[src/hdl/cdma_pkg.sv]
package cdma_pkg;

  //////////////////////////////////////////////////
  // Bus widths
  //////////////////////////////////////////////////

  // Default data bus width, shared by AXI and stream
  localparam int unsigned AXI_DATA_BITS = 64;
  // Byte address width
  localparam int unsigned AXI_ADDR_BITS = 32;
  // Transaction ID width
  localparam int unsigned AXI_ID_BITS = 4;
  // Command length field, in bytes
  localparam int unsigned LEN_BITS = 32;

  //////////////////////////////////////////////////
  // AXI encodings
  //////////////////////////////////////////////////

  // Incrementing burst
  localparam logic [1:0] AXI_BURST_INCR = 2'b01;
  // Normal access success
  localparam logic [1:0] AXI_RESP_OKAY = 2'b00;

  //////////////////////////////////////////////////
  // Helpers
  //////////////////////////////////////////////////

  // Bursts needed for a word count, rounded up
  // Last burst may be short
  function automatic logic [LEN_BITS-1:0] bursts_of(
    input logic [LEN_BITS-1:0] words,
    input int unsigned         burst_len
  );
    logic [LEN_BITS-1:0] blen;
    blen = LEN_BITS'(burst_len);
    return (words + blen - 1'b1) / blen;
  endfunction

endpackage

[src/hdl/aw_burst_gen.sv]
`timescale 1ns/1ps

module aw_burst_gen #(
  parameter int unsigned DATA_BITS = cdma_pkg::AXI_DATA_BITS,
  parameter int unsigned ADDR_BITS = cdma_pkg::AXI_ADDR_BITS,
  parameter int unsigned ID_BITS   = cdma_pkg::AXI_ID_BITS,
  parameter int unsigned BURST_LEN = 16
) (
  input  logic                          aclk,
  input  logic                          aresetn,
  // Command latch
  input  logic                          cmd_start,
  input  logic [ADDR_BITS-1:0]          cmd_addr,
  input  logic [cdma_pkg::LEN_BITS-1:0] cmd_words,
  // Outstanding limit from tracker
  input  logic                          aw_stall,
  output logic                          aw_idle,
  // AW channel
  output logic                          m_axi_awvalid,
  input  logic                          m_axi_awready,
  output logic [ADDR_BITS-1:0]          m_axi_awaddr,
  output logic [ID_BITS-1:0]            m_axi_awid,
  output logic [7:0]                    m_axi_awlen,
  output logic [2:0]                    m_axi_awsize,
  output logic [1:0]                    m_axi_awburst
);
  import cdma_pkg::*;

  localparam int unsigned BYTES_LOG2 = $clog2(DATA_BITS / 8);

  // Progress through the current command
  logic [ADDR_BITS-1:0] next_addr;
  logic [LEN_BITS-1:0]  rem_words;
  logic [LEN_BITS-1:0]  bursts_left;
  // Registered AW beat
  logic                 awvalid_q;
  logic [ADDR_BITS-1:0] awaddr_q;
  logic [7:0]           awlen_q;
  // Next burst candidate
  logic [ADDR_BITS-1:0] cur_addr;
  logic [LEN_BITS-1:0]  cur_words;
  logic [LEN_BITS-1:0]  cur_bursts;
  logic [LEN_BITS-1:0]  burst_words;
  logic                 load;

  //////////////////////////////////////////////////
  // Burst selection
  //////////////////////////////////////////////////

  // Bypass on the strobe so the first burst is out one cycle later
  always_comb begin
    cur_addr    = cmd_start ? cmd_addr : next_addr;
    cur_words   = cmd_start ? cmd_words : rem_words;
    cur_bursts  = cmd_start ? bursts_of(cmd_words, BURST_LEN) : bursts_left;
    // Short tail burst
    burst_words = (cur_words < LEN_BITS'(BURST_LEN)) ? cur_words : LEN_BITS'(BURST_LEN);
  end

  // Slot free, work left, tracker not full
  assign load = (cur_bursts != '0) && !aw_stall && (!awvalid_q || m_axi_awready);

  always_ff @(posedge aclk) begin
    if (!aresetn) begin
      awvalid_q   <= 1'b0;
      bursts_left <= '0;
    end else if (load) begin
      awvalid_q   <= 1'b1;
      bursts_left <= cur_bursts - 1'b1;
    end else begin
      if (m_axi_awready) begin
        awvalid_q <= 1'b0;
      end
      // Stalled at launch, park the command
      if (cmd_start) begin
        bursts_left <= cur_bursts;
      end
    end
  end

  // Address and length bookkeeping
  always_ff @(posedge aclk) begin
    if (load) begin
      awaddr_q  <= cur_addr;
      awlen_q   <= 8'(burst_words - 1'b1);
      next_addr <= cur_addr + (ADDR_BITS'(burst_words) << BYTES_LOG2);
      rem_words <= cur_words - burst_words;
    end else if (cmd_start) begin
      next_addr <= cmd_addr;
      rem_words <= cmd_words;
    end
  end

  //////////////////////////////////////////////////
  // AW outputs
  //////////////////////////////////////////////////

  assign aw_idle       = (bursts_left == '0) && !awvalid_q;
  assign m_axi_awvalid = awvalid_q;
  assign m_axi_awaddr  = awaddr_q;
  assign m_axi_awlen   = awlen_q;
  assign m_axi_awid    = '0;
  assign m_axi_awsize  = 3'(BYTES_LOG2);
  assign m_axi_awburst = AXI_BURST_INCR;

  // New command only lands on a finished one
  assert property (@(posedge aclk) disable iff (!aresetn)
    cmd_start |-> aw_idle);

endmodule

[src/hdl/cdma_wr_top.sv]
`timescale 1ns/1ps

module cdma_wr_top #(
  parameter int unsigned DATA_BITS       = cdma_pkg::AXI_DATA_BITS,
  parameter int unsigned ADDR_BITS       = cdma_pkg::AXI_ADDR_BITS,
  parameter int unsigned ID_BITS         = cdma_pkg::AXI_ID_BITS,
  parameter int unsigned BURST_LEN       = 16,
  parameter int unsigned MAX_OUTSTANDING = 8,
  parameter int unsigned QUEUE_DEPTH     = 4
) (
  input  logic                          aclk,
  input  logic                          aresetn,
  // Host commands
  input  logic                          wr_valid,
  output logic                          wr_ready,
  input  logic [ADDR_BITS-1:0]          wr_paddr,
  input  logic [cdma_pkg::LEN_BITS-1:0] wr_len,
  output logic                          wr_done,
  output logic                          wr_error,
  // AXI4 write master
  output logic                          m_axi_awvalid,
  input  logic                          m_axi_awready,
  output logic [ADDR_BITS-1:0]          m_axi_awaddr,
  output logic [ID_BITS-1:0]            m_axi_awid,
  output logic [7:0]                    m_axi_awlen,
  output logic [2:0]                    m_axi_awsize,
  output logic [1:0]                    m_axi_awburst,
  output logic [DATA_BITS-1:0]          m_axi_wdata,
  output logic [DATA_BITS/8-1:0]        m_axi_wstrb,
  output logic                          m_axi_wlast,
  output logic                          m_axi_wvalid,
  input  logic                          m_axi_wready,
  input  logic [1:0]                    m_axi_bresp,
  input  logic                          m_axi_bvalid,
  output logic                          m_axi_bready,
  // Data stream in
  input  logic [DATA_BITS-1:0]          s_axis_tdata,
  input  logic                          s_axis_tvalid,
  output logic                          s_axis_tready
);
  import cdma_pkg::*;

  // Launch bus, fanned out to all three consumers
  logic                 cmd_start;
  logic [ADDR_BITS-1:0] cmd_addr;
  logic [LEN_BITS-1:0]  cmd_words;
  // Consumer readiness and flow control
  logic                 aw_idle;
  logic                 w_idle;
  logic                 trk_space;
  logic                 aw_stall;
  logic                 aw_fire;

  assign aw_fire = m_axi_awvalid && m_axi_awready;

  //////////////////////////////////////////////////
  // Command queue
  //////////////////////////////////////////////////

  cmd_queue #(
    .DATA_BITS   (DATA_BITS),
    .ADDR_BITS   (ADDR_BITS),
    .QUEUE_DEPTH (QUEUE_DEPTH)
  ) u_cmd_queue (
    .aclk      (aclk),
    .aresetn   (aresetn),
    .wr_valid  (wr_valid),
    .wr_ready  (wr_ready),
    .wr_paddr  (wr_paddr),
    .wr_len    (wr_len),
    .aw_idle   (aw_idle),
    .w_idle    (w_idle),
    .trk_space (trk_space),
    .cmd_start (cmd_start),
    .cmd_addr  (cmd_addr),
    .cmd_words (cmd_words)
  );

  //////////////////////////////////////////////////
  // Channel engines and tracker
  //////////////////////////////////////////////////

  aw_burst_gen #(
    .DATA_BITS (DATA_BITS),
    .ADDR_BITS (ADDR_BITS),
    .ID_BITS   (ID_BITS),
    .BURST_LEN (BURST_LEN)
  ) u_aw_burst_gen (
    .aclk          (aclk),
    .aresetn       (aresetn),
    .cmd_start     (cmd_start),
    .cmd_addr      (cmd_addr),
    .cmd_words     (cmd_words),
    .aw_stall      (aw_stall),
    .aw_idle       (aw_idle),
    .m_axi_awvalid (m_axi_awvalid),
    .m_axi_awready (m_axi_awready),
    .m_axi_awaddr  (m_axi_awaddr),
    .m_axi_awid    (m_axi_awid),
    .m_axi_awlen   (m_axi_awlen),
    .m_axi_awsize  (m_axi_awsize),
    .m_axi_awburst (m_axi_awburst)
  );

  // Data side runs alongside AW on the same command
  w_beat_gen #(
    .DATA_BITS (DATA_BITS),
    .BURST_LEN (BURST_LEN)
  ) u_w_beat_gen (
    .aclk          (aclk),
    .aresetn       (aresetn),
    .cmd_start     (cmd_start),
    .cmd_words     (cmd_words),
    .w_idle        (w_idle),
    .s_axis_tdata  (s_axis_tdata),
    .s_axis_tvalid (s_axis_tvalid),
    .s_axis_tready (s_axis_tready),
    .m_axi_wdata   (m_axi_wdata),
    .m_axi_wstrb   (m_axi_wstrb),
    .m_axi_wlast   (m_axi_wlast),
    .m_axi_wvalid  (m_axi_wvalid),
    .m_axi_wready  (m_axi_wready)
  );

  wr_completion #(
    .BURST_LEN       (BURST_LEN),
    .MAX_OUTSTANDING (MAX_OUTSTANDING),
    .QUEUE_DEPTH     (QUEUE_DEPTH)
  ) u_wr_completion (
    .aclk         (aclk),
    .aresetn      (aresetn),
    .cmd_start    (cmd_start),
    .cmd_words    (cmd_words),
    .aw_fire      (aw_fire),
    .trk_space    (trk_space),
    .aw_stall     (aw_stall),
    .m_axi_bresp  (m_axi_bresp),
    .m_axi_bvalid (m_axi_bvalid),
    .m_axi_bready (m_axi_bready),
    .wr_done      (wr_done),
    .wr_error     (wr_error)
  );

endmodule

[src/hdl/cmd_queue.sv]
`timescale 1ns/1ps

module cmd_queue #(
  parameter int unsigned DATA_BITS   = cdma_pkg::AXI_DATA_BITS,
  parameter int unsigned ADDR_BITS   = cdma_pkg::AXI_ADDR_BITS,
  parameter int unsigned QUEUE_DEPTH = 4
) (
  input  logic                          aclk,
  input  logic                          aresetn,
  // Host command side
  input  logic                          wr_valid,
  output logic                          wr_ready,
  input  logic [ADDR_BITS-1:0]          wr_paddr,
  input  logic [cdma_pkg::LEN_BITS-1:0] wr_len,
  // Consumer readiness
  input  logic                          aw_idle,
  input  logic                          w_idle,
  input  logic                          trk_space,
  // Launch strobe, no back-pressure
  output logic                          cmd_start,
  output logic [ADDR_BITS-1:0]          cmd_addr,
  output logic [cdma_pkg::LEN_BITS-1:0] cmd_words
);
  import cdma_pkg::*;

  localparam int unsigned BYTES_LOG2 = $clog2(DATA_BITS / 8);
  localparam int unsigned PTR_BITS   = (QUEUE_DEPTH > 1) ? $clog2(QUEUE_DEPTH) : 1;
  localparam int unsigned CNT_BITS   = $clog2(QUEUE_DEPTH + 1);

  // Entry storage
  logic [ADDR_BITS-1:0] addr_mem  [QUEUE_DEPTH];
  logic [LEN_BITS-1:0]  words_mem [QUEUE_DEPTH];
  logic [PTR_BITS-1:0]  wr_ptr;
  logic [PTR_BITS-1:0]  rd_ptr;
  logic [CNT_BITS-1:0]  count;
  logic                 push;

  assign wr_ready = (count != CNT_BITS'(QUEUE_DEPTH));
  assign push     = wr_valid && wr_ready;

  // Head leaves only when every consumer can latch it
  assign cmd_start = (count != '0) && aw_idle && w_idle && trk_space;
  assign cmd_addr  = addr_mem[rd_ptr];
  assign cmd_words = words_mem[rd_ptr];

  // Length stored as words, low bytes are zero anyway
  always_ff @(posedge aclk) begin
    if (push) begin
      addr_mem[wr_ptr]  <= wr_paddr;
      words_mem[wr_ptr] <= wr_len >> BYTES_LOG2;
    end
  end

  always_ff @(posedge aclk) begin
    if (!aresetn) begin
      wr_ptr <= '0;
      rd_ptr <= '0;
      count  <= '0;
    end else begin
      // Pointers wrap at depth, any depth allowed
      if (push) begin
        wr_ptr <= (wr_ptr == PTR_BITS'(QUEUE_DEPTH - 1)) ? '0 : wr_ptr + 1'b1;
      end
      if (cmd_start) begin
        rd_ptr <= (rd_ptr == PTR_BITS'(QUEUE_DEPTH - 1)) ? '0 : rd_ptr + 1'b1;
      end
      case ({push, cmd_start})
        2'b10:   count <= count + 1'b1;
        2'b01:   count <= count - 1'b1;
        default: count <= count;
      endcase
    end
  end

  // Occupancy never runs past the entry count
  assert property (@(posedge aclk) disable iff (!aresetn)
    count <= CNT_BITS'(QUEUE_DEPTH));

endmodule

[src/hdl/w_beat_gen.sv]
`timescale 1ns/1ps

module w_beat_gen #(
  parameter int unsigned DATA_BITS = cdma_pkg::AXI_DATA_BITS,
  parameter int unsigned BURST_LEN = 16
) (
  input  logic                          aclk,
  input  logic                          aresetn,
  // Command latch
  input  logic                          cmd_start,
  input  logic [cdma_pkg::LEN_BITS-1:0] cmd_words,
  output logic                          w_idle,
  // Input stream
  input  logic [DATA_BITS-1:0]          s_axis_tdata,
  input  logic                          s_axis_tvalid,
  output logic                          s_axis_tready,
  // W channel
  output logic [DATA_BITS-1:0]          m_axi_wdata,
  output logic [DATA_BITS/8-1:0]        m_axi_wstrb,
  output logic                          m_axi_wlast,
  output logic                          m_axi_wvalid,
  input  logic                          m_axi_wready
);
  import cdma_pkg::*;

  localparam int unsigned BEAT_BITS = (BURST_LEN > 1) ? $clog2(BURST_LEN) : 1;

  // Words still owed for this command
  logic [LEN_BITS-1:0]  rem_words;
  // Position inside the current burst
  logic [BEAT_BITS-1:0] beat_cnt;
  logic                 busy;
  logic                 w_fire;

  //////////////////////////////////////////////////
  // Stream to W pass-through
  //////////////////////////////////////////////////

  assign busy   = (rem_words != '0);
  assign w_idle = !busy;

  // Handshake gated by busy only, no skid buffer
  assign m_axi_wvalid  = busy && s_axis_tvalid;
  assign s_axis_tready = busy && m_axi_wready;
  assign m_axi_wdata   = s_axis_tdata;
  // Aligned, full words only
  assign m_axi_wstrb   = '1;

  // End of full burst or end of command
  assign m_axi_wlast = (beat_cnt == BEAT_BITS'(BURST_LEN - 1)) ||
                       (rem_words == LEN_BITS'(1));

  assign w_fire = m_axi_wvalid && m_axi_wready;

  //////////////////////////////////////////////////
  // Beat counters
  //////////////////////////////////////////////////

  always_ff @(posedge aclk) begin
    if (!aresetn) begin
      rem_words <= '0;
      beat_cnt  <= '0;
    end else if (cmd_start) begin
      rem_words <= cmd_words;
      beat_cnt  <= '0;
    end else if (w_fire) begin
      rem_words <= rem_words - 1'b1;
      // Restart count at each burst boundary
      beat_cnt  <= m_axi_wlast ? '0 : beat_cnt + 1'b1;
    end
  end

  // Launch never cuts into words still owed
  assert property (@(posedge aclk) disable iff (!aresetn)
    cmd_start |-> w_idle);

endmodule

[src/hdl/wr_completion.sv]
`timescale 1ns/1ps

module wr_completion #(
  parameter int unsigned BURST_LEN       = 16,
  parameter int unsigned MAX_OUTSTANDING = 8,
  parameter int unsigned QUEUE_DEPTH     = 4
) (
  input  logic                          aclk,
  input  logic                          aresetn,
  // Command latch
  input  logic                          cmd_start,
  input  logic [cdma_pkg::LEN_BITS-1:0] cmd_words,
  // AW progress and flow control
  input  logic                          aw_fire,
  output logic                          trk_space,
  output logic                          aw_stall,
  // B channel
  input  logic [1:0]                    m_axi_bresp,
  input  logic                          m_axi_bvalid,
  output logic                          m_axi_bready,
  // Status
  output logic                          wr_done,
  output logic                          wr_error
);
  import cdma_pkg::*;

  localparam int unsigned OUT_BITS = $clog2(MAX_OUTSTANDING + 1);
  localparam int unsigned PTR_BITS = (QUEUE_DEPTH > 1) ? $clog2(QUEUE_DEPTH) : 1;
  localparam int unsigned CNT_BITS = $clog2(QUEUE_DEPTH + 1);

  // Bursts per launched command, oldest at rd_ptr
  logic [LEN_BITS-1:0] bursts_mem [QUEUE_DEPTH];
  logic [PTR_BITS-1:0] wr_ptr;
  logic [PTR_BITS-1:0] rd_ptr;
  logic [CNT_BITS-1:0] count;
  // Responses seen for the head command
  logic [LEN_BITS-1:0] acked;
  logic [OUT_BITS-1:0] outstanding;
  logic [OUT_BITS-1:0] out_next;
  logic                bready_q;
  logic                b_fire;
  logic                head_done;

  assign m_axi_bready = bready_q;
  assign b_fire       = m_axi_bvalid && bready_q;
  assign trk_space    = (count != CNT_BITS'(QUEUE_DEPTH));
  // Single ID, so responses return in issue order
  assign head_done    = b_fire && ((acked + 1'b1) == bursts_mem[rd_ptr]);

  // Stall on next cycle's count, AW valid is a register behind this
  always_comb begin
    out_next = outstanding + OUT_BITS'(aw_fire) - OUT_BITS'(b_fire);
    aw_stall = (out_next == OUT_BITS'(MAX_OUTSTANDING));
  end

  always_ff @(posedge aclk) begin
    if (cmd_start) begin
      bursts_mem[wr_ptr] <= bursts_of(cmd_words, BURST_LEN);
    end
  end

  always_ff @(posedge aclk) begin
    if (!aresetn) begin
      bready_q    <= 1'b0;
      outstanding <= '0;
      acked       <= '0;
      wr_done     <= 1'b0;
      wr_error    <= 1'b0;
      wr_ptr      <= '0;
      rd_ptr      <= '0;
      count       <= '0;
    end else begin
      bready_q    <= 1'b1;
      outstanding <= out_next;
      wr_done     <= head_done;
      // Sticky on any non-OKAY
      if (b_fire && (m_axi_bresp != AXI_RESP_OKAY)) begin
        wr_error <= 1'b1;
      end
      if (head_done) begin
        acked <= '0;
      end else if (b_fire) begin
        acked <= acked + 1'b1;
      end
      if (cmd_start) begin
        wr_ptr <= (wr_ptr == PTR_BITS'(QUEUE_DEPTH - 1)) ? '0 : wr_ptr + 1'b1;
      end
      if (head_done) begin
        rd_ptr <= (rd_ptr == PTR_BITS'(QUEUE_DEPTH - 1)) ? '0 : rd_ptr + 1'b1;
      end
      case ({cmd_start, head_done})
        2'b10:   count <= count + 1'b1;
        2'b01:   count <= count - 1'b1;
        default: count <= count;
      endcase
    end
  end

  // Slave answers only bursts the AW side has issued
  assert property (@(posedge aclk) disable iff (!aresetn)
    b_fire |-> (outstanding != '0));

endmodule

[config.mk]
export PLATFORM = sky130hd
export DESIGN_NAME = cdma_wr_top
export DESIGN_NICKNAME = d
export VERILOG_FILES = /design/src/hdl/cdma_pkg.sv /design/src/hdl/aw_burst_gen.sv /design/src/hdl/cdma_wr_top.sv /design/src/hdl/cmd_queue.sv /design/src/hdl/w_beat_gen.sv /design/src/hdl/wr_completion.sv
export SDC_FILE = /design/constraint.sdc
export NUM_CORES = 1
export LEC_CHECK = 0
export ABC_AREA = 0
export BUFFER_PORTS_ARGS = -buffer_cell sky130_fd_sc_hd__buf_2
export CAP_MARGIN = 25
export CORE_ASPECT_RATIO = 0.9
export CORE_MARGIN = 2
export CORE_UTILIZATION = 40
export DETAILED_ROUTE_END_ITERATION = 12
export GPL_TIMING_DRIVEN = 0
export SYNTH_ARGS = -nofsm -noshare
export SYNTH_HDL_FRONTEND = slang
export SYNTH_SLANG_ARGS = --single-unit
export TNS_END_PERCENT = 50
[constraint.sdc]
create_clock -name aclk -period 6.78 [get_ports aclk]
set_clock_uncertainty 0.2 [all_clocks]
set_input_delay 0.678 -clock aclk [delete_from_list [all_inputs] [get_ports aclk]]
set_output_delay 0.678 -clock aclk [all_outputs]
set_load 0.01 [all_outputs]
Word-level counts from Yosys, hierarchy flattened
Memory sizes are Yosys's and may differ from the RTL's. A register that Yosys moved wholly into a read port is not among the register bits. Cells that the tools add are included.

Reduce and logical (&&, ||, !) cells: 31. Bitwise operators: 1. Multiplexer cells: 30. $lt $le $gt $ge: 1. Eq/ne operators: 14. $add $sub $neg: 19.

Operators with widths (number): two-way mux 32 bit (10); subtractor 32 x 1 -> 32 bit, second input constant (3); nonzero test 32 bit (2); adder 32 x 1 -> 32 bit, second input constant (1); adder 32 bit (1); adder 32 x 5 -> 32 bit, second input constant (1); equality test 32 x 1 -> 1 bit, second input constant (1); equality test 32 bit (1); logical NOT 32 bit (1); < comparator 32 x 5 -> 1 bit, second input constant (1); subtractor 32 bit (1); two-way mux 2 bit (10); logical AND 1 bit (14); equality test 2 bit, second input constant (6); one-hot mux 3 bit (2 select lines) (2); nonzero test 2 bit (6); adder 2 x 1 -> 2 bit, second input constant (4); equality test 4 bit, second input constant (2); subtractor 8 x 1 -> 8 bit, second input constant (1); two-way mux 1 bit (7); adder 3 x 1 -> 3 bit, second input constant (2); inequality test 3 bit, second input constant (2); subtractor 3 x 1 -> 3 bit, second input constant (2); adder 4 x 1 -> 4 bit (1); 9 further kinds (14).

RAM bits: 356. Word-level logic and storage cells: 118. Bits of input ports: 137. Memories kept: 3. Flip-flop bits (word level): 226. Output and inout bits: 129.

Memories: u_cmd_queue.addr_mem (depth 4, width 32, read ports 1, clocked after Yosys merged registers in 1, wr ports 1, line cmd_queue.sv:31) `logic [ADDR_BITS-1:0] addr_mem [QUEUE_DEPTH];`; u_cmd_queue.words_mem (depth 4, width 29, read ports 1, clocked after Yosys merged registers in 1, wr ports 1, line cmd_queue.sv:32) `logic [LEN_BITS-1:0] words_mem [QUEUE_DEPTH];`; u_wr_completion.bursts_mem (depth 4, width 28, read ports 1, clocked after Yosys merged registers in 1, wr ports 1, line wr_completion.sv:32) `logic [LEN_BITS-1:0] bursts_mem [QUEUE_DEPTH];`.

Depth between registers and ports, before layout
Gate-level depths: netlist of the first run.

Depth in word-level cells: 10. Mapped depth: 25. Mapped depth without buffers: 23.

By module
Synthesis of the first run repeated with hierarchy kept, for this count alone.

Cell total of the unflattened synthesis: 2344. Area total of the unflattened synthesis: 28957.8 µm².

Modules (own cells, without submodules): cmd_queue (area an instance 9301.4 µm², cells each 375, seq. area each 7507.2 µm², instances 1); aw_burst_gen (area an instance 9216.3 µm², cells each 1029, seq. area each 3143.0 µm², instances 1); wr_completion (area an instance 7657.3 µm², cells each 602, seq. area each 4324.1 µm², instances 1); w_beat_gen (area an instance 2776.4 µm², cells each 337, seq. area each 720.7 µm², instances 1); cdma_wr_top (area an instance 6.3 µm², cells each 1, seq. area each 0.0 µm², instances 1).

Least setup slack after synthesis of the first run
Ideal clock, no wire load.

Path kind: register to register. Start: register u_w_beat_gen.rem_words[25]. End: register u_aw_burst_gen.next_addr[31]. Setup slack: 0.956 ns. Path buffers: 1. Stages on the path, launching flop included: 23. Setup time: 0.123 ns. Clock period less this slack: 5.824 ns. Data required time: 6.457 ns. Arrival: 5.500 ns. Path through: dfxtp_1 > or4_1 > nor3_1 > nand4_1 > nor2_1 > mux2_2 > o211ai_1 > clkbuf_1 > nor2_1 > ha_1 > fa_1 > a211oi_1 > o21bai_1 > a21oi_1 > nor2_1 > a211oi_1 > a211oi_1 > o2111ai_1 > a21oi_1 > a221o_1 > o21ai_0 > a21oi_1 > xor2_1.

Cells in the longest elaborated chain, start to end: 9. Elaborated cells between the ends (all ways): 14. Classes of those cells: add/sub: 1; order compare: 1; mux: 5; reduce/logical: 7.

Ends and longest elaborated chain: start: declaration (line w_beat_gen.sv:29) `logic [LEN_BITS-1:0] rem_words;`; start signal: assignment (line w_beat_gen.sv:64) `rem_words <= cmd_words;`; start signal: assignment (line w_beat_gen.sv:67) `rem_words <= rem_words - 1'b1;`; nonzero test 32 bit (*) (line w_beat_gen.sv:39) `assign busy = (rem_words != '0);`; logical NOT 1 bit (*) (line w_beat_gen.sv:40) `assign w_idle = !busy;`; logical AND 1 bit (*) (2 in series) (line cmd_queue.sv:42) `assign cmd_start = (count != '0) && aw_idle && w_idle && trk_space;`; two-way mux 32 bit, on equally long branches (line aw_burst_gen.sv:53, aw_burst_gen.sv:54); < comparator 32 x 5 -> 1 bit or nonzero test 32 bit (tied branches) (line aw_burst_gen.sv:56, aw_burst_gen.sv:60); two-way mux 32 bit or logical AND 1 bit (tied branches) (line aw_burst_gen.sv:56, aw_burst_gen.sv:60); adder 32 bit or logical AND 1 bit (tied branches) (line aw_burst_gen.sv:85, aw_burst_gen.sv:60); two-way mux 32 bit (*) (line aw_burst_gen.sv:82) `if (load) begin`; end signal: assignment (line aw_burst_gen.sv:85) `next_addr <= cur_addr + (ADDR_BITS'(burst_words) << BYTES_LOG2);`; end signal: assignment (line aw_burst_gen.sv:88) `next_addr <= cmd_addr;`; end: declaration (line aw_burst_gen.sv:32) `logic [ADDR_BITS-1:0] next_addr;`.

Every way passes the cells marked *; elsewhere a longest branch is shown, timed or not. A chain may end at the register's enable or synchronous reset.

Worst setup path after layout of the first run
Start: register u_aw_burst_gen.bursts_left[26]. End: register u_aw_burst_gen.next_addr[31].

Elaborated cells between the ends (all ways): 15. Classes of those cells: add/sub: 1; order compare: 1; mux: 5; reduce/logical: 8.

RTL lines: start: declaration (line aw_burst_gen.sv:34) `logic [LEN_BITS-1:0] bursts_left;`; start signal: assignment (line aw_burst_gen.sv:68) `bursts_left <= cur_bursts - 1'b1;`; start signal: assignment (line aw_burst_gen.sv:75) `bursts_left <= cur_bursts;`; logical NOT 32 bit (line aw_burst_gen.sv:97) `assign aw_idle = (bursts_left == '0) && !awvalid_q;`; logical AND 1 bit (line aw_burst_gen.sv:97); logical AND 1 bit (3 in series) (line cmd_queue.sv:42); two-way mux 32 bit; named net u_aw_burst_gen.cur_addr[3] (line aw_burst_gen.sv:40) `logic [ADDR_BITS-1:0] cur_addr;`; adder 32 bit (line aw_burst_gen.sv:85); two-way mux 32 bit (line aw_burst_gen.sv:82).

The timed path passes the listed nets, and every way through them passes these cells.

==> implementation parameters, run 1 <==
Parameter                              Value

Route
  Number of nets with antenna violations after detailed routing    0
  Via count    18400
  Post-route DRC    0
  Average wire length per cell after detail routing    20.4 µm
  Drt via density    5.33
  Number of DRC violations after detailed-routing iteration 0    1640
  Routed WL    70600 µm
  Number of detailed-routing iterations run before antenna repair    6

Place
  Count of port buffers added during placement    181
  HPWL after detailed placement    51200 µm
  Area after detailed placement    0.0292 mm²
  GPL Wtd Cong    0.909

STA
  Final period utilization    96.1%
  Setup TNS    0 ns
  Number of hold violations in the final report    0
  Worst relative slew slack    28.8%
  Fmax    153 MHz
  Fin crit period    6.52 ns
  Slew at the pin with the worst max-slew slack    1.07 ns
  Slew Limit Fails    0
  Final-report setup violation count    0
  Hold slack final    0.0242 ns
  Setup repair after global routing missed its margin    false

Critical path
  CP delay by family, top    compound AO/OA/AOI/OAI gates
  Worst-path fanout max    19
  Start-to-end type of the worst setup path    register to register
  Worst flop-to-flop path startpoint    u_aw_burst_gen.bursts_left[26]
  Worst path arrival time    6.87 ns
  Worst path bufs/invs    3
  Slowest Stage Delay on Critical Path    0.65 ns
  Max stage delay cell, worst path    sky130_fd_sc_hd__or4_1
  Cell chain of the critical path    nor4_2 > nand4_1 > or4_1 > nor2_1 > inv_2 > clkbuf_2 > clkbuf_4 > nand2_1 > nand2_1 > ha_1 > fa_1 > a211oi_1 > o21bai_1 > a21oi_2 > nor4_1 > a211oi_2 > a211oi_2 > o2111ai_1 > a21oi_2 > a221o_1 > o21ai_0 > a21oi_1 > xor2_1
  Setup crit start    u_aw_burst_gen.bursts_left[26]
  R2R cell count    23
  Category of the worst setup path capture point    register
  Worst Path Required    7.13 ns
  WP depth    23
  Startpoint type of the worst setup path    register

Synth
  Synth top area share    43.4%
  Number of synthesized register bits    578
  Fraction of the yosys area taken by sequential cells    57.6%
  Synth cell count leaders    sky130_fd_sc_hd__edfxtp_1, sky130_fd_sc_hd__nand2_1, sky130_fd_sc_hd__nor2_1
  Cell area after synthesis    0.0268 mm²
  Area leader, netlist    sky130_fd_sc_hd__edfxtp_1
  Synth warn    0
  Netlist cell types    85
  Most used standard cell by instance count after synthesis    sky130_fd_sc_hd__edfxtp_1
  Synthesized instance count    2239
  Number of synthesized flops with an enable pin    388
  Main flop type after synthesis    sky130_fd_sc_hd__edfxtp_1
  Avg Inst Size Synth    12.0 µm²
  Main area contributors after synthesis    sky130_fd_sc_hd__edfxtp_1, sky130_fd_sc_hd__dfxtp_1, sky130_fd_sc_hd__mux4_2
  Share of synthesized flip-flops with an asynchronous set or reset    0%

Layout
  Diode insertion count for antenna repair    0
  Number of nets in the finished design    2726
  Proportion of layout cells with a drive suffix above 1    21.0%
  Area growth, synth to finish    16.7%
  Design Area, Final    0.0313 mm²

Floorplanning
  I/O pin count    266
  Total core area    0.0668 mm²
  Die H    250 µm
  Row count    90
  Width of the chip    277 µm
  Initial core utilization    40.2%
  Total Die Area    0.0692 mm²

Clock network
  Clock-pin transition on the worst setup and hold timing paths    0.07 ns
  CTS HTree Levels    2
  TritonCTS clock tree    built
  Number of clock sinks    578
  Inserted Clock Buffers    59
  Clock latency at the later pin of the worst-skew pair    0.67 ns
  Root buffer cell    sky130_fd_sc_hd__clkbuf_16
  Maximum count of clock buffers along a single path    3

Hold path
  Startpoint of the worst hold path    wr_len[5]
  Min-delay worst type    input port to register
  Number of cells on the worst hold path    1

Power
  Power density cells    385 mW/mm²
  Leakage power figure    11.4 nW
  Worst-case vdd ir drop    258 µV

Outcome
  Run status    finished clean

Job
  Reported max-cap violation count    0

GRT
  Leftover overflow at the end of global routing    0
  Antenna violations before repair    2
  Pin count of the biggest net entering global routing    51
  Wire length of the first global-routing pass    107000 µm
  Number of global-route vias before repair    18100
  Tot GR Track Use    20.0%
## through the flow
step                      std cells  util (%)  setup slack (ns)  total power (W)
after floorplan                2277         -             0.956          0.00743
after global placement         3332      43.4             -1.32          0.00857
after detailed placement       3341      43.7             -1.34          0.00870
after CTS                      3456      46.8            0.0357           0.0120
after global routing           3460      46.9            0.0121           0.0127
final                          3460      46.9             0.262           0.0121
## layout make-up
type / instances / area (µm²)
fillers: 6004 / 35400
multi-input cells: 1497 / 10500
well taps: 874 / 1090
clock inverters: 34 / 345
plain buffers: 159 / 1030
inverters: 40 / 150
flip-flops and latches: 578 / 15500
clock buffers: 78 / 1600
repair buffers: 200 / 1180
## final timing paths
check | to | slack, ns
max | u_aw_burst_gen.next_addr[31] | 0.26
min | u_cmd_queue.words_mem[0][2] | 0.02
max reg2reg | u_aw_burst_gen.next_addr[31] | 0.26
min reg2reg | u_aw_burst_gen.next_addr[2] | 0.24
## metal layers
| layer | global-route usage, % | share of wire, % |
|---|---|---|
| met5 | 0 | 0.0099 |
| met4 | 5.36 | 2.5 |
| met3 | 3.44 | 6.1 |
| met2 | 32.9 | 47 |
| met1 | 27.4 | 44 |
## power breakdown
part / total [W] / switching (W) / internal [W]
combinational: 0.00412 / 0.00259 / 0.00153
clock: 0.00325 / 0.00142 / 0.00183
sequential: 0.00469 / 0.000292 / 0.00440
total: 0.0121 / 0.00431 / 0.00775
## kinds of logic (layout without fill, tap and decap cells)
family	count (synthesis)	in the layout	synth area share, %
compound gates	289	289	6.45
xor+xnor	197	197	6.43
fa+ha+maj	54	54	2.63
buf+inv	202	511	4.40
flops	578	578	57.6
mux	105	105	8.00
other cells	2	40	0.0280
simple gates	812	812	14.5
## cell usage in the layout, fill, tap and decap left out, types with 23 or more instances in the layout
cell type,instances
sky130_fd_sc_hd__nand4_1,24
sky130_fd_sc_hd__nand3_1,43
sky130_fd_sc_hd__clkbuf_1,50
sky130_fd_sc_hd__buf_4,91
sky130_fd_sc_hd__and3_1,23
sky130_fd_sc_hd__inv_1,37
sky130_fd_sc_hd__ha_1,50
sky130_fd_sc_hd__buf_2,192
sky130_fd_sc_hd__a21oi_1,145
sky130_fd_sc_hd__clkbuf_16,59
sky130_fd_sc_hd__nand2_1,280
sky130_fd_sc_hd__dfxtp_1,190
sky130_fd_sc_hd__a21o_1,23
sky130_fd_sc_hd__nor4_1,24
sky130_fd_sc_hd__xor2_1,86
sky130_fd_sc_hd__xnor2_1,111
sky130_fd_sc_hd__mux4_2,87
sky130_fd_sc_hd__nor2_1,223
sky130_fd_sc_hd__nor3_1,56
sky130_fd_sc_hd__o21ai_0,40
sky130_fd_sc_hd__conb_1,40
sky130_fd_sc_hd__edfxtp_1,388
## flip-flops by register name, summed over array words and instances (netlist names), 4 cells and up, named ones only
register / cells
u_w_beat_gen.beat_cnt: 4
u_wr_completion.acked: 32
u_cmd_queue.addr_mem: 128
u_aw_burst_gen.bursts_left: 32
u_aw_burst_gen.next_addr: 32
u_aw_burst_gen.rem_words: 32
u_wr_completion.outstanding: 4
u_wr_completion.bursts_mem: 104
u_cmd_queue.words_mem: 116
u_w_beat_gen.rem_words: 32
u_aw_burst_gen.m_axi_awlen: 8
u_aw_burst_gen.m_axi_awaddr: 32
## timing repair
item | in CTS | in global routing
resized for setup | 14 | 15
hold endpoints to repair | 6 | 0
setup endpoints to repair | 126 | 8
gates cloned | 0 | 0
setup buffers | 3 | 3
pin swaps | 2 | 2
hold buffers | 3 | 0
Note: power is estimated with default switching activity, not from simulation.
==> run 2: changes to the inputs <==
==> constraint.sdc (replaced) <==
create_clock -name aclk -period 5.5 [get_ports aclk]
set_clock_uncertainty 0.2 [all_clocks]
set_input_delay 0.55 -clock aclk [delete_from_list [all_inputs] [get_ports aclk]]
set_output_delay 0.55 -clock aclk [all_outputs]
set_load 0.01 [all_outputs]
==> run 2 against run 1 <==
Effect of this change:
- the flow now finishes with violations (setup timing)
- via count rose by 2.6%
- wire length rose by 3.6%
- die area unchanged
- non-clock buffer count up 108
- combinational power rose by 33%
- fmax up 15%
- critical path depth up 1
- clock power rose by 26%
- largest power group unchanged
- cell count increased by 3.0%
- global-route usage up 0.81 points
- critical endpoint is now u_aw_burst_gen.next_addr[29]
- count of clock-buffer cells in the layout fell by 10
- sequential cell count unchanged
==> implementation parameters, run 2 (same netlist as run 1, synthesis figures left out) <==
Parameter                              Value

Floorplanning
  Row count    90 (unchanged)
  Width of the chip    277 µm (unchanged)
  Total Die Area    0.0692 mm² (unchanged)
  Initial core utilization    40.2% (unchanged)
  Total core area    0.0668 mm² (unchanged)
  I/O pin count    266 (unchanged)
  Die H    250 µm (unchanged)

Layout
  Register with the most flip-flops    u_cmd_queue.addr_mem (unchanged)
  Final core utilization    49.3% (was 46.9%)
  Top Registers    u_cmd_queue.addr_mem x128, u_cmd_queue.words_mem x116, u_wr_completion.bursts_mem x104 (unchanged)
  Number of nets in the finished design    2833 (was 2726)
  Commonest cells after routing, fill and taps aside    sky130_fd_sc_hd__edfxtp_1, sky130_fd_sc_hd__nand2_1, sky130_fd_sc_hd__nor2_1 (unchanged)
  Leading cell type in the layout, fill and taps excluded    sky130_fd_sc_hd__edfxtp_1 (unchanged)
  Largest register FFs    128 (unchanged)
  Diode insertion count for antenna repair    0 (unchanged)
  Fillers    5960 (was 6004)
  Area growth, synth to finish    22.6% (was 16.7%)
  Proportion of layout cells with a drive suffix above 1    24.3% (was 21.0%)

Route
  Drt via density    5.31 (was 5.33)
  Post-route DRC    0 (unchanged)
  Average wire length per cell after detail routing    20.5 µm (was 20.4 µm)
  Via count    18900 (was 18400)
  Routed WL    73200 µm (was 70600 µm)
  Number of detailed-routing iterations run before antenna repair    5 (was 6)
  Number of nets with antenna violations after detailed routing    0 (unchanged)
  Number of DRC violations after detailed-routing iteration 0    1367 (was 1640)

Clock network
  Number of clock sinks    578 (unchanged)
  TritonCTS clock tree    built (unchanged)
  CTS HTree Levels    2 (unchanged)
  Inserted Clock Buffers    58 (was 59)
  Clock-pin transition on the worst setup and hold timing paths    0.07 ns (about the same)
  Clock latency at the later pin of the worst-skew pair    0.66 ns (was 0.67 ns)
  Maximum count of clock buffers along a single path    3 (unchanged)
  Root buffer cell    sky130_fd_sc_hd__clkbuf_16 (unchanged)

Outcome
  Run status    finished with violations (was finished clean)
  Failing checks    setup timing

GRT
  Layer with the highest usage after global routing    met2 (unchanged)
  Pin count of the biggest net entering global routing    47 (was 51)
  Global routing met3 resource utilization    3.54% (was 3.44%)
  Leftover overflow at the end of global routing    0 (unchanged)
  Grt met1 use    28.5% (was 27.4%)
  Antenna violations before repair    1 (was 2)
  Wire length of the first global-routing pass    111000 µm (was 107000 µm)
  Met2 track demand over resource    33.9% (was 32.9%)
  Number of global-route vias before repair    19000 (was 18100)
  Tot GR Track Use    20.8% (was 20.0%)

Job
  Reported max-cap violation count    0 (unchanged)

Power
  Worst-case vdd ir drop    439 µV (was 258 µV)
  Power density cells    469 mW/mm² (was 385 mW/mm²)
  Leakage power figure    12.1 nW (was 11.4 nW)

Critical path
  Max stage delay cell, worst path    sky130_fd_sc_hd__or4_4 (was sky130_fd_sc_hd__or4_1)
  Critical Path Most Common Cell    sky130_fd_sc_hd__a211oi_2
  Worst path bufs/invs    4 (was 3)
  Worst path arrival time    6.03 ns (was 6.87 ns)
  CP delay by family, top    compound AO/OA/AOI/OAI gates (unchanged)
  Start-to-end type of the worst setup path    register to register (unchanged)
  R2R cell count    24 (was 23)
  WP depth    24 (was 23)
  Worst Path Required    5.85 ns (was 7.13 ns)
  Worst-path fanout max    3 (was 19)
  Cell chain of the critical path    nor4_4 > buf_4 > nand4_1 > or4_4 > nor2_4 > mux2_4 > o211ai_1 > buf_4 > buf_6 > nand2b_4 > inv_4 > fa_2 > a211oi_2 > o21bai_1 > a21oi_2 > nor2_2 > a211oi_2 > a211oi_2 > o2111ai_2 > a21oi_2 > a221o_1 > or3_1 > nand2_1 > o21ai_1 (was nor4_2 > nand4_1 > or4_1 > nor2_1 > inv_2 > clkbuf_2 > clkbuf_4 > nand2_1 > nand2_1 > ha_1 > fa_1 > a211oi_1 > o21bai_1 > a21oi_2 > nor4_1 > a211oi_2 > a211oi_2 > o2111ai_1 > a21oi_2 > a221o_1 > o21ai_0 > a21oi_1 > xor2_1)
  Startpoint type of the worst setup path    register (unchanged)
  Category of the worst setup path capture point    register (unchanged)
  Slowest Stage Delay on Critical Path    0.55 ns (was 0.65 ns)

Place
  GPL Wtd Cong    0.925 (was 0.909)
  HPWL after detailed placement    51100 µm (was 51200 µm)
  Count of port buffers added during placement    181 (unchanged)
  Pre-CTS WS    -2.16 ns (was -1.34 ns)

STA
  Slew at the pin with the worst max-slew slack    1.04 ns (was 1.07 ns)
  Final period utilization    103% (was 96.1%)
  Slew Limit Fails    0 (unchanged)
  Setup repair after global routing missed its margin    true (was false)
  Worst relative slew slack    30.4% (was 28.8%)
  Final-report setup violation count    2 (was 0)
  Fin crit period    5.68 ns (was 6.52 ns)
  Setup ws final    -0.184 ns (was 0.262 ns)
  Fmax    176 MHz (was 153 MHz)
  Number of hold violations in the final report    0 (unchanged)

Hold path
  Min-delay worst type    input port to register (unchanged)
  Number of cells on the worst hold path    3 (was 1)
run 2: metal layers:
metal  vias up  wire [µm]  share of wire, %
met1      9369      32600                45
met5         -         13             0.018
li1       8841          -                 -
met3       128       4360               6.0
met4         2       1950               2.7
met2       581      34300                47
run 2: worst register-to-register path, cell delays in order (launching register included):
cell and delay (ns):
sky130_fd_sc_hd__dfxtp_4 0.36, sky130_fd_sc_hd__nor4_4 0.40, sky130_fd_sc_hd__buf_4 0.19, sky130_fd_sc_hd__nand4_1 0.13
sky130_fd_sc_hd__or4_4 0.55, sky130_fd_sc_hd__nor2_4 0.20, sky130_fd_sc_hd__mux2_4 0.33, sky130_fd_sc_hd__o211ai_1 0.11
sky130_fd_sc_hd__buf_4 0.18, sky130_fd_sc_hd__buf_6 0.12, sky130_fd_sc_hd__nand2b_4 0.14, sky130_fd_sc_hd__inv_4 0.04
sky130_fd_sc_hd__fa_2 0.37, sky130_fd_sc_hd__a211oi_2 0.22, sky130_fd_sc_hd__o21bai_1 0.13, sky130_fd_sc_hd__a21oi_2 0.31
sky130_fd_sc_hd__nor2_2 0.07, sky130_fd_sc_hd__a211oi_2 0.30, sky130_fd_sc_hd__a211oi_2 0.14, sky130_fd_sc_hd__o2111ai_2 0.24
sky130_fd_sc_hd__a21oi_2 0.10, sky130_fd_sc_hd__a221o_1 0.34, sky130_fd_sc_hd__or3_1 0.32, sky130_fd_sc_hd__nand2_1 0.10
sky130_fd_sc_hd__o21ai_1 0.06
run 2: worst paths after layout:
check        slack (ns)                      endpoint                           start
max               -0.18  u_aw_burst_gen.next_addr[29]  u_aw_burst_gen.bursts_left[29]
min                0.07      u_wr_completion.wr_error                  m_axi_bresp[0]
min reg2reg        0.25   u_aw_burst_gen.next_addr[0]     u_aw_burst_gen.next_addr[0]
max reg2reg       -0.18  u_aw_burst_gen.next_addr[29]  u_aw_burst_gen.bursts_left[29]
run 2: cell type report:
| type | count | area (µm²) | area share [%] |
|---|---|---|---|
| flip-flops and latches | 578 | 15500 | 47.0 |
| plain buffers | 158 | 1190 | 3.61 |
| well taps | 874 | 1090 | 3.32 |
| multi-input cells | 1497 | 10900 | 33.0 |
| clock buffers | 68 | 1500 | 4.55 |
| clock inverters | 40 | 473 | 1.44 |
| repair buffers | 309 | 2180 | 6.62 |
| inverters | 40 | 155 | 0.471 |
run 2: timing repair:
action,CTS,global route
endpoints found under the setup margin,138,73
pin swaps,33,34
setup buffers,46,8
endpoints found under the hold margin,245,0
hold buffers,62,0
resized for setup,110,55
cloned,2,0
run 2: power breakdown:
part / leakage (nW) / internal (W) / switching (W)
sequential: 5.12 / 0.00542 / 0.000394
combinational: 6.05 / 0.00215 / 0.00335
clock: 0.960 / 0.00238 / 0.00173
total: 12.1 / 0.00995 / 0.00547
run 2: per-stage QoR:
| step | hold WS [ns] | setup TNS [ns] | cells | instance area, µm² | total power (W) |
|---|---|---|---|---|---|
| global route | 0.0823 | -0.963 | 3564 | 32900 | 0.0162 |
| detailed placement | 0.233 | -204.86 | 3341 | 29200 | 0.0107 |
| finish | 0.0677 | -0.324 | 3564 | 32900 | 0.0154 |
| CTS | 0.0508 | -0.0133 | 3557 | 32600 | 0.0152 |
| floorplan | 0.208 | 0 | 2277 | 27000 | 0.00918 |
| global placement | 0.217 | -225.64 | 3332 | 29000 | 0.0106 |
